==> src/source/fpu_defines.svh <==
// number format widths for the FPU job unit, included by every RTL file that sizes a datapath
`ifndef FPU_DEFINES_SVH
`define FPU_DEFINES_SVH

// --------------------------------------------------
// memory side
// --------------------------------------------------

// one memory word
`define FPU_WORD_W 16
// words per memory operand
`define FPU_WORDS  3

// --------------------------------------------------
// packed number: fraction then exponent
// --------------------------------------------------

`define FPU_MANT_W 40
`define FPU_EXP_W  8
`define FPU_NUM_W  48

`endif

==> src/source/fpu_pkg.sv <==
// shared opcode and sequencer state types, referenced by scoped name from the RTL
`default_nettype none

package fpu_pkg;

	// --------------------------------------------------
	// job opcodes carried with efp
	// --------------------------------------------------

	typedef enum logic [1:0] {
		// normalize the accumulator only
		OP_NRF = 2'd0,
		// accumulator plus memory operand
		OP_AD  = 2'd1,
		// accumulator minus memory operand
		OP_SD  = 2'd2
	} fp_op_e;

	// --------------------------------------------------
	// job sequencer states
	// --------------------------------------------------

	typedef enum logic [2:0] {
		ST_IDLE  = 3'd0,
		// three word reads under the LP counter
		ST_FETCH = 3'd1,
		ST_ALIGN = 3'd2,
		ST_ADD   = 3'd3,
		ST_NORM  = 3'd4,
		// ekc_fp cycle
		ST_DONE  = 3'd5
	} fp_state_e;

endpackage

`default_nettype wire

==> src/source/fpu_step_if.sv <==
// step commands from the job sequencer to the datapath blocks and their status back
`timescale 1ns/1ps
`default_nettype none

interface fpu_step_if;

	// commands
	logic       load_acc;
	logic       word_take;
	logic [1:0] word_idx;
	logic       align_go;
	logic       add_go;
	logic       sub;
	logic       norm_go;
	// normalizer takes the accumulator instead of the sum
	logic       norm_acc;

	// status, both are levels
	logic       align_done;
	logic       norm_done;

	modport ctrl (
		output load_acc, word_take, word_idx, align_go, add_go, sub, norm_go, norm_acc,
		input  align_done, norm_done
	);

	modport unit (
		input  load_acc, word_take, word_idx, align_go, add_go, sub, norm_go, norm_acc,
		output align_done, norm_done
	);

endinterface

`default_nettype wire

==> src/source/fpu_control.sv <==
// job sequencer FSM with the LP word counter, memory read strobe and datapath step commands
`timescale 1ns/1ps
`default_nettype none
`include "fpu_defines.svh"

module fpu_control (
	input  wire                   got_fp,
	input  wire                   _0_f,
	input  wire                   efp,
	input  wire fpu_pkg::fp_op_e  op,
	output logic                  read_fp,
	output logic [1:0]            lp,
	input  wire                   mem_ok,
	output logic                  ekc_fp,
	output logic                  busy,
	fpu_step_if.ctrl              stp
);

	fpu_pkg::fp_state_e state;
	fpu_pkg::fp_op_e    op_q;
	logic               align_first;
	logic               norm_first;
	logic               start;
	logic               last_word;

	// job accepted only when idle
	assign start     = efp & (state == fpu_pkg::ST_IDLE);
	assign last_word = (lp == 2'(`FPU_WORDS - 1));

	// --------------------------------------------------
	// state register, LP counter, read strobe
	// --------------------------------------------------

	always_ff @(posedge got_fp or posedge _0_f) begin
		if (_0_f) begin
			state       <= fpu_pkg::ST_IDLE;
			op_q        <= fpu_pkg::OP_NRF;
			lp          <= 2'd0;
			read_fp     <= 1'b0;
			align_first <= 1'b0;
			norm_first  <= 1'b0;
		end else begin
			read_fp     <= 1'b0;
			align_first <= 1'b0;
			norm_first  <= 1'b0;
			case (state)
				fpu_pkg::ST_IDLE: begin
					if (efp) begin
						op_q <= op;
						case (op)
							// norm_go goes out in this cycle
							fpu_pkg::OP_NRF: state <= fpu_pkg::ST_NORM;
							fpu_pkg::OP_AD, fpu_pkg::OP_SD: begin
								state   <= fpu_pkg::ST_FETCH;
								lp      <= 2'd0;
								read_fp <= 1'b1;
							end
							default: state <= fpu_pkg::ST_IDLE;
						endcase
					end
				end
				fpu_pkg::ST_FETCH: begin
					if (mem_ok) begin
						if (last_word) begin
							lp          <= 2'd0;
							state       <= fpu_pkg::ST_ALIGN;
							align_first <= 1'b1;
						end else begin
							// next read right after the answer
							lp      <= lp + 2'd1;
							read_fp <= 1'b1;
						end
					end
				end
				fpu_pkg::ST_ALIGN: begin
					// align_done is stale while align_go is still up
					if (stp.align_done && !align_first) begin
						state <= fpu_pkg::ST_ADD;
					end
				end
				fpu_pkg::ST_ADD: begin
					state      <= fpu_pkg::ST_NORM;
					norm_first <= 1'b1;
				end
				fpu_pkg::ST_NORM: begin
					if (stp.norm_done && !norm_first) begin
						state <= fpu_pkg::ST_DONE;
					end
				end
				fpu_pkg::ST_DONE: state <= fpu_pkg::ST_IDLE;
				default: state <= fpu_pkg::ST_IDLE;
			endcase
		end
	end

	// --------------------------------------------------
	// status and step commands
	// --------------------------------------------------

	assign ekc_fp = (state == fpu_pkg::ST_DONE);
	assign busy   = (state != fpu_pkg::ST_IDLE);

	assign stp.load_acc  = start;
	assign stp.word_take = mem_ok & (state == fpu_pkg::ST_FETCH);
	assign stp.word_idx  = lp;
	assign stp.align_go  = align_first;
	assign stp.add_go    = (state == fpu_pkg::ST_ADD);
	assign stp.sub       = (op_q == fpu_pkg::OP_SD);
	// nrf loads acc_in straight off the strobe
	assign stp.norm_go   = norm_first | (start & (op == fpu_pkg::OP_NRF));
	assign stp.norm_acc  = (state == fpu_pkg::ST_IDLE);

endmodule

`default_nettype wire

==> src/source/operand_loader.sv <==
// collects the three fetched memory words and presents them as one packed operand
`timescale 1ns/1ps
`default_nettype none
`include "fpu_defines.svh"

module operand_loader (
	input  wire                   got_fp,
	input  wire                   _0_f,
	input  wire [`FPU_WORD_W-1:0] mem_word,
	fpu_step_if.unit              stp,
	output logic [`FPU_NUM_W-1:0] operand
);

	// word 0 is the high end of the fraction
	logic [`FPU_WORD_W-1:0] word_q [`FPU_WORDS];

	// --------------------------------------------------
	// word registers, indexed by the LP counter
	// --------------------------------------------------

	always_ff @(posedge got_fp or posedge _0_f) begin
		if (_0_f) begin
			for (int i = 0; i < `FPU_WORDS; i++) begin
				word_q[i] <= '0;
			end
		end else if (stp.word_take) begin
			for (int i = 0; i < `FPU_WORDS; i++) begin
				if (stp.word_idx == 2'(i)) begin
					word_q[i] <= mem_word;
				end
			end
		end
	end

	// mantissa 39..8 from words 0 and 1, word 2 has mantissa 7..0 then the exponent
	assign operand = {word_q[0], word_q[1], word_q[2]};

endmodule

`default_nettype wire

==> src/source/exponent_align.sv <==
// holds accumulator and operand and shifts the smaller-exponent mantissa right until exponents match
`timescale 1ns/1ps
`default_nettype none
`include "fpu_defines.svh"

module exponent_align (
	input  wire                    got_fp,
	input  wire                    _0_f,
	input  wire  [`FPU_NUM_W-1:0]  acc_in,
	input  wire  [`FPU_NUM_W-1:0]  operand,
	fpu_step_if.unit               stp,
	output logic [`FPU_MANT_W-1:0] mant_a,
	output logic [`FPU_MANT_W-1:0] mant_b,
	output logic [`FPU_EXP_W-1:0]  exp_out
);

	logic signed [`FPU_MANT_W-1:0] a_m;
	logic signed [`FPU_MANT_W-1:0] b_m;
	logic signed [`FPU_EXP_W-1:0]  a_e;
	logic signed [`FPU_EXP_W-1:0]  b_e;
	logic                          active;
	logic                          a_fill;
	logic                          b_fill;

	// mantissa is nothing but sign bits, further shifts change nothing
	assign a_fill = (a_m == {`FPU_MANT_W{a_m[`FPU_MANT_W-1]}});
	assign b_fill = (b_m == {`FPU_MANT_W{b_m[`FPU_MANT_W-1]}});

	always_ff @(posedge got_fp or posedge _0_f) begin
		if (_0_f) begin
			active <= 1'b0;
		end else if (stp.align_go) begin
			active <= 1'b1;
		end else if (stp.load_acc || (a_e == b_e)) begin
			active <= 1'b0;
		end
	end

	// --------------------------------------------------
	// operand registers and the shift step
	// --------------------------------------------------

	always_ff @(posedge got_fp) begin
		if (stp.load_acc) begin
			a_m <= acc_in[`FPU_NUM_W-1 -: `FPU_MANT_W];
			a_e <= acc_in[`FPU_EXP_W-1:0];
		end else if (active && (a_e < b_e)) begin
			if (a_fill) begin
				a_e <= b_e;
			end else begin
				a_m <= a_m >>> 1;
				a_e <= a_e + 1'b1;
			end
		end
		if (stp.align_go) begin
			b_m <= operand[`FPU_NUM_W-1 -: `FPU_MANT_W];
			b_e <= operand[`FPU_EXP_W-1:0];
		end else if (active && (b_e < a_e)) begin
			if (b_fill) begin
				b_e <= a_e;
			end else begin
				b_m <= b_m >>> 1;
				b_e <= b_e + 1'b1;
			end
		end
	end

	assign stp.align_done = (a_e == b_e);
	assign mant_a         = a_m;
	assign mant_b         = b_m;
	assign exp_out        = a_e;

endmodule

`default_nettype wire

==> src/source/mantissa_adder.sv <==
// one-cycle add or subtract of the aligned mantissas with overflow correction into the exponent
`timescale 1ns/1ps
`default_nettype none
`include "fpu_defines.svh"

module mantissa_adder (
	input  wire                    got_fp,
	input  wire                    _0_f,
	input  wire  [`FPU_MANT_W-1:0] mant_a,
	input  wire  [`FPU_MANT_W-1:0] mant_b,
	input  wire  [`FPU_EXP_W-1:0]  exp_in,
	fpu_step_if.unit               stp,
	output logic [`FPU_MANT_W-1:0] sum,
	output logic [`FPU_EXP_W:0]    sum_exp
);

	logic [`FPU_MANT_W:0] a_x;
	logic [`FPU_MANT_W:0] b_x;
	logic [`FPU_MANT_W:0] wide;
	logic [`FPU_EXP_W:0]  exp_x;
	logic                 carry_out;

	// one guard bit on top of each operand
	assign a_x   = {mant_a[`FPU_MANT_W-1], mant_a};
	assign b_x   = {mant_b[`FPU_MANT_W-1], mant_b};
	assign wide  = stp.sub ? (a_x - b_x) : (a_x + b_x);
	assign exp_x = {exp_in[`FPU_EXP_W-1], exp_in};

	// guard and sign disagree, sign lost
	assign carry_out = wide[`FPU_MANT_W] ^ wide[`FPU_MANT_W-1];

	always_ff @(posedge got_fp or posedge _0_f) begin
		if (_0_f) begin
			sum     <= '0;
			sum_exp <= '0;
		end else if (stp.add_go) begin
			if (carry_out) begin
				// halve the sum, guard bit becomes the sign
				sum     <= wide[`FPU_MANT_W:1];
				sum_exp <= exp_x + 1'b1;
			end else begin
				sum     <= wide[`FPU_MANT_W-1:0];
				sum_exp <= exp_x;
			end
		end
	end

endmodule

`default_nettype wire

==> src/source/normalizer.sv <==
// left-shift normalization of the sum or accumulator, with zero and exponent range flags
`timescale 1ns/1ps
`default_nettype none
`include "fpu_defines.svh"

module normalizer (
	input  wire                    got_fp,
	input  wire                    _0_f,
	input  wire  [`FPU_NUM_W-1:0]  acc_in,
	input  wire  [`FPU_MANT_W-1:0] sum,
	input  wire  [`FPU_EXP_W:0]    sum_exp,
	fpu_step_if.unit               stp,
	output logic [`FPU_NUM_W-1:0]  result,
	output logic                   zero,
	output logic                   ovf
);

	logic [`FPU_MANT_W-1:0]       n_m;
	// wide enough for 39 decrements below -128
	logic signed [`FPU_EXP_W+1:0] n_e;
	logic                         run;
	logic                         m_zero;
	logic                         m_norm;
	logic                         exp_hi;
	logic                         exp_lo;

	assign m_zero = (n_m == '0);
	assign m_norm = n_m[`FPU_MANT_W-1] ^ n_m[`FPU_MANT_W-2];
	assign exp_hi = (n_e > 10'sd127);
	assign exp_lo = (n_e < -10'sd128);

	// --------------------------------------------------
	// working mantissa and exponent
	// --------------------------------------------------

	always_ff @(posedge got_fp) begin
		if (stp.norm_go) begin
			if (stp.norm_acc) begin
				n_m <= acc_in[`FPU_NUM_W-1 -: `FPU_MANT_W];
				n_e <= {{2{acc_in[`FPU_EXP_W-1]}}, acc_in[`FPU_EXP_W-1:0]};
			end else begin
				n_m <= sum;
				n_e <= {sum_exp[`FPU_EXP_W], sum_exp};
			end
		end else if (run && !m_zero && !m_norm) begin
			n_m <= n_m << 1;
			n_e <= n_e - 1'b1;
		end
	end

	// result registered once, on the last step
	always_ff @(posedge got_fp or posedge _0_f) begin
		if (_0_f) begin
			run    <= 1'b0;
			result <= '0;
			zero   <= 1'b0;
			ovf    <= 1'b0;
		end else if (stp.norm_go) begin
			run <= 1'b1;
		end else if (run && (m_zero || m_norm)) begin
			run <= 1'b0;
			if (m_zero || exp_lo) begin
				result <= '0;
				zero   <= 1'b1;
				ovf    <= 1'b0;
			end else begin
				// too large keeps the low exponent byte
				result <= {n_m, n_e[`FPU_EXP_W-1:0]};
				zero   <= 1'b0;
				ovf    <= exp_hi;
			end
		end
	end

	assign stp.norm_done = ~run;

endmodule

`default_nettype wire

==> src/source/fpu_top.sv <==
// top level of the FPU job unit, joins the sequencer and the datapath behind plain ports
`timescale 1ns/1ps
`default_nettype none
`include "fpu_defines.svh"

module fpu_top (
	input  wire                    got_fp,
	input  wire                    _0_f,
	input  wire                    efp,
	input  wire  [1:0]             op,
	input  wire  [`FPU_NUM_W-1:0]  acc_in,
	output wire                    read_fp,
	output wire  [1:0]             lp,
	input  wire  [`FPU_WORD_W-1:0] mem_word,
	input  wire                    mem_ok,
	output wire                    ekc_fp,
	output wire                    busy,
	output wire  [`FPU_NUM_W-1:0]  result,
	output wire                    zero,
	output wire                    ovf
);

	wire [`FPU_NUM_W-1:0]  operand;
	wire [`FPU_MANT_W-1:0] mant_a;
	wire [`FPU_MANT_W-1:0] mant_b;
	wire [`FPU_EXP_W-1:0]  exp_al;
	wire [`FPU_MANT_W-1:0] sum;
	wire [`FPU_EXP_W:0]    sum_exp;

	fpu_step_if stp ();

	// --------------------------------------------------
	// sequencer
	// --------------------------------------------------

	fpu_control u_control (
		.got_fp  (got_fp),
		._0_f    (_0_f),
		.efp     (efp),
		.op      (fpu_pkg::fp_op_e'(op)),
		.read_fp (read_fp),
		.lp      (lp),
		.mem_ok  (mem_ok),
		.ekc_fp  (ekc_fp),
		.busy    (busy),
		.stp     (stp.ctrl)
	);

	// --------------------------------------------------
	// datapath
	// --------------------------------------------------

	operand_loader u_loader (
		.got_fp   (got_fp),
		._0_f     (_0_f),
		.mem_word (mem_word),
		.stp      (stp.unit),
		.operand  (operand)
	);

	exponent_align u_align (
		.got_fp  (got_fp),
		._0_f    (_0_f),
		.acc_in  (acc_in),
		.operand (operand),
		.stp     (stp.unit),
		.mant_a  (mant_a),
		.mant_b  (mant_b),
		.exp_out (exp_al)
	);

	mantissa_adder u_adder (
		.got_fp  (got_fp),
		._0_f    (_0_f),
		.mant_a  (mant_a),
		.mant_b  (mant_b),
		.exp_in  (exp_al),
		.stp     (stp.unit),
		.sum     (sum),
		.sum_exp (sum_exp)
	);

	normalizer u_norm (
		.got_fp  (got_fp),
		._0_f    (_0_f),
		.acc_in  (acc_in),
		.sum     (sum),
		.sum_exp (sum_exp),
		.stp     (stp.unit),
		.result  (result),
		.zero    (zero),
		.ovf     (ovf)
	);

endmodule

`default_nettype wire

==> config.mk <==
export PLATFORM = sky130hd
export DESIGN_NAME = fpu_top
export DESIGN_NICKNAME = d
export VERILOG_FILES = /design/src/source/fpu_pkg.sv /design/src/source/fpu_step_if.sv /design/src/source/fpu_control.sv /design/src/source/operand_loader.sv /design/src/source/exponent_align.sv /design/src/source/mantissa_adder.sv /design/src/source/normalizer.sv /design/src/source/fpu_top.sv
export VERILOG_INCLUDE_DIRS = /design/src /design/src/source
export SDC_FILE = /design/constraint.sdc
export NUM_CORES = 1
export LEC_CHECK = 0
export BUFFER_PORTS_ARGS = -buffer_cell sky130_fd_sc_hd__buf_2
export CAP_MARGIN = 20
export CORE_ASPECT_RATIO = 0.9
export CORE_MARGIN = 4
export CORE_UTILIZATION = 32
export DETAILED_ROUTE_END_ITERATION = 12
export PLACE_DENSITY = 0.55
export SLEW_MARGIN = 20
export SYNTH_ARGS = -nofsm -noshare
export SYNTH_HDL_FRONTEND = slang
export SYNTH_SLANG_ARGS = --single-unit
==> constraint.sdc <==
create_clock -name got_fp -period 10.46 [get_ports got_fp]
set_clock_uncertainty 0.1 [all_clocks]
set_input_delay 2.615 -clock got_fp [delete_from_list [all_inputs] [get_ports got_fp]]
set_output_delay 2.615 -clock got_fp [all_outputs]
set_load 0.03 [all_outputs]
==> results of run 1 <==
power groups by stage:
stage | registers, mW | logic [mW] | clock network [mW]
floorplan | 2.24 | 2.79 | 0
global placement | 2.26 | 3.83 | 0
finish | 2.25 | 3.87 | 1.24
detailed placement | 2.26 | 3.87 | 0
global route | 2.30 | 4.25 | 1.33
CTS | 2.24 | 3.87 | 1.27
sequential cells by signal, summed over array words and instances (netlist names):
| signal | flops |
|---|---|
| u_adder.sum | 40 |
| u_adder.sum_exp | 9 |
| u_align.active | 1 |
| u_align.b_e | 8 |
| u_align.exp_out | 8 |
| u_align.mant_a | 40 |
| u_align.mant_b | 40 |
| u_control.lp | 2 |
| u_control.norm_first | 1 |
| u_control.op_q | 2 |
| u_control.read_fp | 1 |
| u_control.state | 3 |
| u_control.stp.align_go | 1 |
| u_loader.operand | 48 |
| u_norm.n_e | 10 |
| u_norm.n_m | 40 |
| u_norm.ovf | 1 |
| u_norm.result | 48 |
| u_norm.run | 1 |
| u_norm.zero | 1 |
synthesized netlist by cell type, types with 6 or more instances:
cell type  count  area [um2]
buf_1         10        37.5
a31oi_1       14        87.6
a22o_1        49         429
o31ai_1        8        60.1
xnor2_1       58         508
nand2_1      351        1320
a211oi_1      11        82.6
edfxtp_1     146        4380
ha_1          56         701
o211ai_1      19         143
nor3_1        39         195
o21a_1         8        60.1
a21oi_1       68         340
nand4_1       30         188
clkbuf_1      80         300
o21ai_0      119         596
and2_1        10        62.6
or3_1         10        62.6
mux2_2        70         788
nor4_1        25         156
dfrtp_1      159        3980
mux2i_1       57         571
o21bai_1       6        45.0
nand3_1       57         285
inv_1         43         161
nor2_1        71         267
xor2_1        38         333
a21o_1        17         128
and3_1        15        93.8
a221o_1       15         150
nand2b_1      10        62.6
worst max-delay path by stage:
stage                      startpoint           endpoint  slack [ns]  cells after the start
floorplan                        _0_f     u_adder.sum[0]        3.45                      1
global placement                  efp  u_norm.result[33]        3.44                     10
detailed placement                efp  u_norm.result[34]        3.45                     10
CTS                               efp  u_norm.result[35]        4.03                     10
global route        u_align.mant_b[6]     u_adder.sum[4]        3.40                     18
finish                            efp  u_norm.result[35]        3.99                     10
stage by stage:
stage	hold slack, ns	setup WS (ns)	cells
2_1_floorplan	0.340	3.45	1748
3_3_place_gp	0.360	3.44	2485
3_5_place_dp	0.366	3.45	2486
4_1_cts	0.379	4.03	2549
5_1_grt	0.404	3.40	2549
6_report	0.377	3.99	2549
worst min-delay path: stages, from the launching register on:
cell,delay [ns]
dfrtp_1,0.33
nand2_1,0.05
o21ai_1,0.06
final cells by class:
type                            instances  area, um2
Fill cell                            5347      33500
Multi-Input combinational cell       1301       8380
Sequential cell                       305       8360
Clock buffer                           48       1020
Tap cell                              697        872
Timing Repair Buffer                  138        738
Inverter                               45        174
Clock inverter                         15        150
logic make-up after synthesis:
kind of cell    count (synthesis)
compound gates                375
xor+xnor                       98
fa+ha+maj                      57
buf+inv                       142
flops                         305
mux                           127
simple gates                  644
routing by layer:
layer  track usage, %  vias up  part of all wire [%]
li1                 -     6500                     -
met1             26.7     6476                    51
met2             23.3      388                    41
met3             2.81       58                   6.3
met4             3.90        2                   1.8
met5                0        -                 0.026
==> results.cfg, run 1 <==
[timing]
rsz0062_at_grt = no
slew_violations = 0
hold_viol_final = 0
final.setup.tns_ns = 0
setup_viol = 0
finalCritPeriodShare_pct = 61.8
fin_crit_ns = 6.47
clock.fmax_mhz = 155
tightest_slew_ns = 1.06
relSlewSlack_pct = 29.3

[floorplan]
ios = 125
die_y_um = 228
die_w_um = 253
core_area_um2 = 53200
start_util_pct = 32.5
num_rows = 80
dieArea_um2 = 57700

[clocking]
clock_sinks = 305
clk_latency_ns = 0.54
clockRootBuffer = clkbuf_16
postCtsSetupRepairBufs = 0
hold_buffers = 0
cts_buffers = 35
path_clk_slew_ns = 0.06
cts_max_level = 2
clk_path_buf_depth = 3
ctsResizeCount = 0
tritoncts = done

[synth]
yosys_warnings = 0
syn_inst = 1748
ys_ff_latch = 305
syn_nets = 1875
async_flop_share_pct = 52.1
yosys.area_share.adder_pct = 4.18
yosys.area_share.simple_pct = 16.8
muxShareOfSynthArea_pct = 7.88
ys_seq_area_share_pct = 48.5
synth_cell_types = 67
synth_area_um2 = 17300
yosys_most_used_dff = dfrtp_1
synth_xor_area_share_pct = 5.13
synth_edf_count = 146
synth-compound-area-share_pct = 14.3
avgSynthCellArea_um2 = 9.87
synth_top_family_by_area = simple AND/OR/NAND/NOR gates

[finish]
final_common_cell = nand2_1
drive_gt1_share_pct = 15.6
synthToLayoutAreaGrowth_pct = 14.2
antenna_cells = 0
final_cell_area_um2 = 19700
fin_nets = 1953
final_util_pct = 37.1
mostFrequentLayoutCells = 349 x nand2_1, 158 x dfrtp_1, 146 x edfxtp_1

[power_and_ir_drop]
combPwrFrac_pct = 52.6
internal_power_mw = 3.96
power_density_nw_per_um2 = 374
power.clock.fraction_pct = 16.9
p_switching_mw = 3.40
p_leak_nw = 8.37
switching_share_pct = 46.2
power_mw = 7.36
ir_drop_mv = 0.385
seqPwrFrac_pct = 30.5

[drt]
drt_iter0_drc = 1045
drtPass1Iterations = 5
viasPerCell = 5.27
detail_route.wirelength_um = 49400
drc = 0
wl_per_cell_um = 19.4
vias = 13400
drtAntennaViolNets = 0

[place]
placedInstanceArea_um2 = 18500
place_congestion = 0.907
dp_hpwl_um = 37200
numPortBuffers = 124

[setup_path]
reg2reg_depth = 18
cp_data_arrival_time_ns = 6.85
rr_endpoint = u_adder.sum[4]
crit_type = primary input to register
cp_cell_sequence = buf_2 > nand2_2 > inv_2 > a21oi_4 > buf_4 > o211ai_1 > buf_4 > a211oi_4 > buf_4 > a22o_1
crit_buf_inv = 5
crit_family = buffers and inverters
crit_fanout = 101
critPathMaxStageDelay_ns = 0.74
reg2reg_slack_ns = 4.18
worst_setup_path_start_kind = primary input
cp-end-kind = register
r2r-start = u_align.mant_b[6]
cp_data_required_time_ns = 10.84
crit_top_cell = buf_4
cp_slowest_cell = nand2_2

[outcome]
status = finished, final reports clean

[hold_path]
min_path_cells = 2
hp-class = register to register
holdCritStartpoint = u_adder.sum_exp[0]
min_to = u_adder.sum_exp[0]

[grt]
grt_use_total_pct = 16.7
first_global_vias = 12600
grt_pass1_wl_um = 76300
grt_max_degree = 102
overflow = 0
antenna_found_initial = 2

[flow_run]
drv_cap = 0
No activity file was read; power rests on OpenSTA's default activity.
==> run 2: changes to the inputs <==
--- a/config.mk
+++ b/config.mk
@@ -12,7 +12,7 @@
 export CORE_MARGIN = 4
 export CORE_UTILIZATION = 32
 export DETAILED_ROUTE_END_ITERATION = 12
-export PLACE_DENSITY = 0.55
+export PLACE_DENSITY = 0.56
 export SLEW_MARGIN = 20
 export SYNTH_ARGS = -nofsm -noshare
 export SYNTH_HDL_FRONTEND = slang
==> constraint.sdc (replaced) <==
create_clock -name got_fp -period 5.53 [get_ports got_fp]
set_clock_uncertainty 0.1 [all_clocks]
set_input_delay 1.3825 -clock got_fp [delete_from_list [all_inputs] [get_ports got_fp]]
set_output_delay 1.3825 -clock got_fp [all_outputs]
set_load 0.03 [all_outputs]
==> run 2 against run 1 <==
- via count is 0.96% higher
- critical endpoint is now u_adder.sum[13]
- flip-flop and latch count unchanged
- utilization grew 0.32 points
- total power grew 92%
- sequential power up 90%
- global-route usage grew 0.54 points
- clock power is 92% higher
- cell area increased by 0.86%
- cell count increased by 0.67%
==> results.cfg, run 2 (same netlist as run 1, synthesis figures left out) <==
[timing]
fin_crit_ns = 5.13
final.setup.tns_ns = 0
clock.fmax_mhz = 195
tightest_slew_ns = 0.920
slew_violations = 0
finalCritPeriodShare_pct = 92.7
setup_viol = 0
relSlewSlack_pct = 38.6
final_critical_path_setup_slack_ns = 0.403
rsz0062_at_grt = no
hold_viol_final = 0

[floorplan]
die_y_um = 228
ios = 125
core_area_um2 = 53200
dieArea_um2 = 57700
die_w_um = 253
num_rows = 80
start_util_pct = 32.5

[power_and_ir_drop]
power_mw = 14.2
p_leak_nw = 8.44
power.clock.fraction_pct = 16.8
switching_share_pct = 45.9
ir_drop_mv = 0.608
internal_power_mw = 7.67
combPwrFrac_pct = 53.0
power_density_nw_per_um2 = 713
seqPwrFrac_pct = 30.2
p_switching_mw = 6.49

[hold_path]
min_path_cells = 2
min_to = u_adder.sum_exp[8]
holdCritStartpoint = u_adder.sum_exp[8]
hp-class = register to register

[finish]
fillCellCount = 5251
final_common_cell = nand2_1
drive_gt1_share_pct = 16.0
mostFrequentLayoutCells = 349 x nand2_1, 158 x dfrtp_1, 146 x edfxtp_1
synthToLayoutAreaGrowth_pct = 15.2
fin_nets = 1966

[clocking]
tritoncts = done
postCtsSetupRepairBufs = 0
cts_buffers = 37
clockRootBuffer = clkbuf_16
clk_latency_ns = 0.55
clock_sinks = 305
clk_path_buf_depth = 3
cts_max_level = 2
path_clk_slew_ns = 0.05

[place]
dp_hpwl_um = 38600
place_congestion = 0.863
dp_slack_ns = 0.219
numPortBuffers = 124

[drt]
viasPerCell = 5.28
vias = 13600
detail_route.wirelength_um = 51200
drtAntennaViolNets = 0
wl_per_cell_um = 20.0
drtPass1Iterations = 6
drt_iter0_drc = 1128
drc = 0

[setup_path]
reg2reg_slack_ns = 0.40
worst_setup_path_start_kind = register
rr_endpoint = u_adder.sum[13]
cp_slowest_cell = edfxtp_1
reg2reg_depth = 17
r2r-start = u_align.mant_b[12]
cp_data_arrival_time_ns = 5.51
cp_data_required_time_ns = 5.91
crit_type = register to register
cp_cell_sequence = or3_1 > or3_1 > nor3_2 > nand2_1 > o21ai_0 > xor2_1 > ha_1 > a21oi_1 > nor3b_1 > o21ai_0 > a41oi_1 > o211ai_1 > a21o_1 > nor2_4 > xnor2_2 > nor2_1 > a221o_1
crit_fanout = 8
cp-end-kind = register
critPathMaxStageDelay_ns = 0.45

[grt]
first_global_vias = 12900
grt_use_total_pct = 17.2
overflow = 0
grt_max_degree = 160
antenna_found_initial = 6
grt_pass1_wl_um = 79000

[outcome]
status = finished, final reports clean

[flow_run]
drv_cap = 0
[run 2: cell count changes in the layout (fill, tap and decap cells not counted), sizes merged]
cell,change
inv,-2
clkinv,-4
diode,+1
clkbuf,+10
bufinv,-1
clkinvlp,+2
buf,+11
[run 2: area by class of cell]
type	instances	area (um2)	share of cell area (%)
Sequential cell	305	8360	42.1
Antenna cell	1	2.50	0.0126
Tap cell	697	872	4.39
Clock buffer	58	1090	5.47
Multi-Input combinational cell	1301	8410	42.3
Inverter	45	173	0.869
Timing Repair Buffer	149	846	4.26
Clock inverter	10	111	0.560
[run 2: critical path, delay by kind of cell (launching register included)]
kind | cells | cell delay (ns)
xor+xnor | 2 | 0.31
flops | 1 | 0.45
compound gates | 7 | 1.59
simple gates | 7 | 2.27
fa+ha+maj | 1 | 0.34
[run 2: worst max path at each step]
stage          cells after the start                 end          startpoint  slack, ns
2_1_floorplan                      9   u_align.mant_a[0]  u_align.exp_out[4]       0.50
3_3_place_gp                      20  u_adder.sum_exp[2]   u_align.mant_b[0]       0.37
3_5_place_dp                      17     u_adder.sum[23]  u_align.mant_b[12]       0.22
4_1_cts                           17     u_adder.sum[13]  u_align.mant_b[12]       0.22
5_1_grt                           18     u_adder.sum[15]  u_align.mant_b[11]       0.09
6_report                          17     u_adder.sum[13]  u_align.mant_b[12]       0.40
[run 2: metrics by stage]
stage                     instance area, um2  hold slack [ns]  util [%]  std cells
final                                  19900            0.366      37.4       2566
after CTS                              19800            0.368      37.3       2565
after floorplan                        17300            0.340         -       1748
after global routing                   19900            0.406      37.4       2565
after detailed placement               18600            0.356      35.1       2497
after global placement                 18600            0.352      35.1       2497
[run 2: metal layers]
metal / track usage (%) / part of all wire, % / vias to the layer above
li1: - / - / 6556
met5: 0 / 0.088 / -
met4: 3.19 / 1.4 / 10
met1: 26.8 / 51 / 6579
met2: 25.3 / 42 / 348
met3: 3.09 / 5.4 / 60
[run 2: power by group through the flow]
stage	clock (mW)	combinational (mW)	sequential [mW]
detailed placement	0	7.39	4.30
global placement	0	7.33	4.29
global route	2.54	8.20	4.38
CTS	2.45	7.42	4.27
finish	2.38	7.50	4.28
floorplan	0	5.28	4.24
[run 2: what timing repair did]
item	in CTS	in global routing
gates resized for setup	0	4
hold buffers	0	0
setup endpoints to repair	0	34
==> run 3: changes to the inputs <==
--- a/config.mk
+++ b/config.mk
@@ -12,6 +12,7 @@
 export CORE_MARGIN = 4
 export CORE_UTILIZATION = 32
 export DETAILED_ROUTE_END_ITERATION = 12
+export HOLD_SLACK_MARGIN = 0.15
 export PLACE_DENSITY = 0.56
 export SLEW_MARGIN = 20
 export SYNTH_ARGS = -nofsm -noshare
==> constraint.sdc (replaced) <==
create_clock -name got_fp -period 4.7 [get_ports got_fp]
set_clock_uncertainty 0.1 [all_clocks]
set_input_delay 1.175 -clock got_fp [delete_from_list [all_inputs] [get_ports got_fp]]
set_output_delay 1.175 -clock got_fp [all_outputs]
set_load 0.03 [all_outputs]
==> run 3 against run 2 <==
- critical path type unchanged
- cell count is 4.6% higher
- the run now ends with negative setup slack left
- via count is 3.8% higher
- sequential power is 17% higher
- clock-buffer cell count is 8 lower
- first-iteration DRC count is 12% lower
- hold slack better by 0.0072 ns
- fmax is 8.4% higher
- combinational power is 49% higher
- largest cell class unchanged
==> results.cfg, run 3 (same netlist as run 1, synthesis figures left out) <==
[finish]
final_common_cell = nand2_1
fillCellCount = 5239
mostFrequentLayoutCells = 344 x nand2_1, 158 x dfrtp_1, 146 x edfxtp_1
final-seq-area_um2 = 8360
final_util_pct = 39.7
stdcell_count = 2683
synthToLayoutAreaGrowth_pct = 22.3
drive_gt1_share_pct = 23.4
fin_nets = 2086
multi_input_area_um2 = 8730
antenna_cells = 0

[grt]
gr-usage-met2_pct = 24.8
grt_max_degree = 107
use_met3_pct = 3.01
grt_use_total_pct = 17.3
top_usage_layer = met1
met1_usage_pct = 26.6
grt_pass1_wl_um = 79200
first_global_vias = 13300
antenna_found_initial = 6
overflow = 0

[timing]
final.setup.tns_ns = -0.174
setup_viol = 10
relSlewSlack_pct = 39.3
clock.fmax_mhz = 211
tightest_slew_ns = 0.906
rsz0062_at_grt = yes
fin_crit_ns = 4.73
final_critical_path_setup_slack_ns = -0.0321
slew_violations = 0
finalCritPeriodShare_pct = 101
hold_viol_final = 0

[power_and_ir_drop]
combPwrFrac_pct = 59.4
p_leak_nw = 9.13
power.clock.fraction_pct = 14.1
p_switching_mw = 8.29
internal_power_mw = 10.5
switching_share_pct = 44.1
ir_drop_mv = 0.522
power_mw = 18.8
power_density_nw_per_um2 = 891
seqPwrFrac_pct = 26.5

[setup_path]
cp_cell_sequence = or3_1 > or3_4 > nor3_2 > buf_4 > nand3_4 > o41ai_4 > xor2_1 > buf_4 > ha_4 > buf_6 > nand2_1 > o211ai_1 > buf_4 > a211oi_1 > o22ai_1 > o21ai_2 > nor2_4 > buf_12 > xor2_4 > buf_12 > buf_12 > mux2_2 > nand2_1
reg2reg_slack_ns = -0.03
crit_buf_inv = 7
cp_slowest_cell = or3_1
startpoint = u_align.mant_b[11]
cp-end-kind = register
worst_setup_path_start_kind = register
r2r-start = u_align.mant_b[11]
reg2reg_depth = 23
crit_fanout = 6
rr_endpoint = u_adder.sum_exp[2]
cp_data_arrival_time_ns = 5.12
cp_data_required_time_ns = 5.08
crit_family = simple AND/OR/NAND/NOR gates
critPathMaxStageDelay_ns = 0.40
crit_type = register to register

[place]
dp_slack_ns = -0.0936
dpl.cell_count = 2594
place_congestion = 0.881
numPortBuffers = 124
dp_hpwl_um = 39200

[clocking]
clk_path_buf_depth = 3
hold_buffers = 0
cts_max_level = 2
path_clk_slew_ns = 0.06
tritoncts = done
clk_latency_ns = 0.55
clock_sinks = 305
cts_buffers = 36
clockRootBuffer = clkbuf_16

[floorplan]
ios = 125
die_w_um = 253
start_util_pct = 32.5
core_area_um2 = 53200
dieArea_um2 = 57700
num_rows = 80
die_y_um = 228

[hold_path]
min_to = u_loader.operand[7]
min_path_cells = 2
hp-class = register to register
holdCritStartpoint = u_loader.operand[7]

[drt]
detail_route.wirelength_um = 51700
viasPerCell = 5.24
drtAntennaViolNets = 0
drc = 0
wl_per_cell_um = 19.3
drt_iter0_drc = 990
vias = 14100
drtPass1Iterations = 5

[outcome]
status = finished, violations left
violations = negative setup slack

[flow_run]
drv_cap = 0
-- run 3: cell types whose count changed in the layout (fill, tap and decap cells not counted), moves of 5 or more --
cell and delta:
nand2_1 -5, a21oi_1 -10, a21oi_2 +10, o21ai_0 -11, buf_4 +106, buf_6 +10
o21ai_1 +7
-- run 3: layout make-up --
cell class / count / share of cell area [%]
well taps: 697 / 4.13
clock buffers: 50 / 4.72
clock inverters: 15 / 0.540
repair buffers: 270 / 8.77
inverters: 45 / 0.819
multi-input cells: 1301 / 41.4
flip-flops and latches: 305 / 39.7
-- run 3: timing repair --
| action | in CTS | in global routing |
|---|---|---|
| cloned | 0 | 4 |
| endpoints found under the setup margin | 29 | 49 |
| pin swaps | 2 | 50 |
| buffers inserted | 0 | 20 |
| hold endpoints to repair | 0 | 0 |
| resized for setup | 5 | 75 |
-- run 3: per-stage QoR --
step | area [um2] | hold WS (ns)
2_1_floorplan | 17300 | 0.340
3_3_place_gp | 19400 | 0.360
3_5_place_dp | 19400 | 0.362
4_1_cts | 20500 | 0.375
5_1_grt | 21100 | 0.401
6_report | 21100 | 0.374
-- run 3: metal layers --
layer	wire [um]	part of all wire, %
met1	25400	49
met5	80	0.15
met4	1320	2.5
met3	3080	6.0
met2	21900	42
-- run 3: worst max-delay path by stage --
stage,end,slack (ns),cells past startpoint
global placement,u_adder.sum[21],-0.07,20
CTS,u_adder.sum[21],0.03,21
finish,u_adder.sum_exp[2],-0.03,23
global route,u_adder.sum[5],-0.26,23
floorplan,u_adder.sum_exp[3],0.003,19
detailed placement,u_adder.sum[21],-0.09,20
-- run 3: worst register-to-register path, cell delays in order (launching register included) --
cell and delay, ns:
edfxtp_1 0.38, or3_1 0.40, or3_4 0.40, nor3_2 0.11, buf_4 0.17, nand3_4 0.10
o41ai_4 0.34, xor2_1 0.14, buf_4 0.17, ha_4 0.27, buf_6 0.11, nand2_1 0.06
o211ai_1 0.28, buf_4 0.17, a211oi_1 0.07, o22ai_1 0.17, o21ai_2 0.11, nor2_4 0.18
buf_12 0.12, xor2_4 0.19, buf_12 0.15, buf_12 0.12, mux2_2 0.33, nand2_1 0.06
-- run 3: power by group through the flow --
stage / clock network (mW) / logic (mW) / registers [mW]
after floorplan: 0 / 6.21 / 4.99
after global placement: 0 / 9.39 / 5.00
after detailed placement: 0 / 9.52 / 5.00
after CTS: 2.72 / 9.62 / 4.96
after global routing: 2.83 / 12.1 / 5.11
final: 2.65 / 11.2 / 4.99
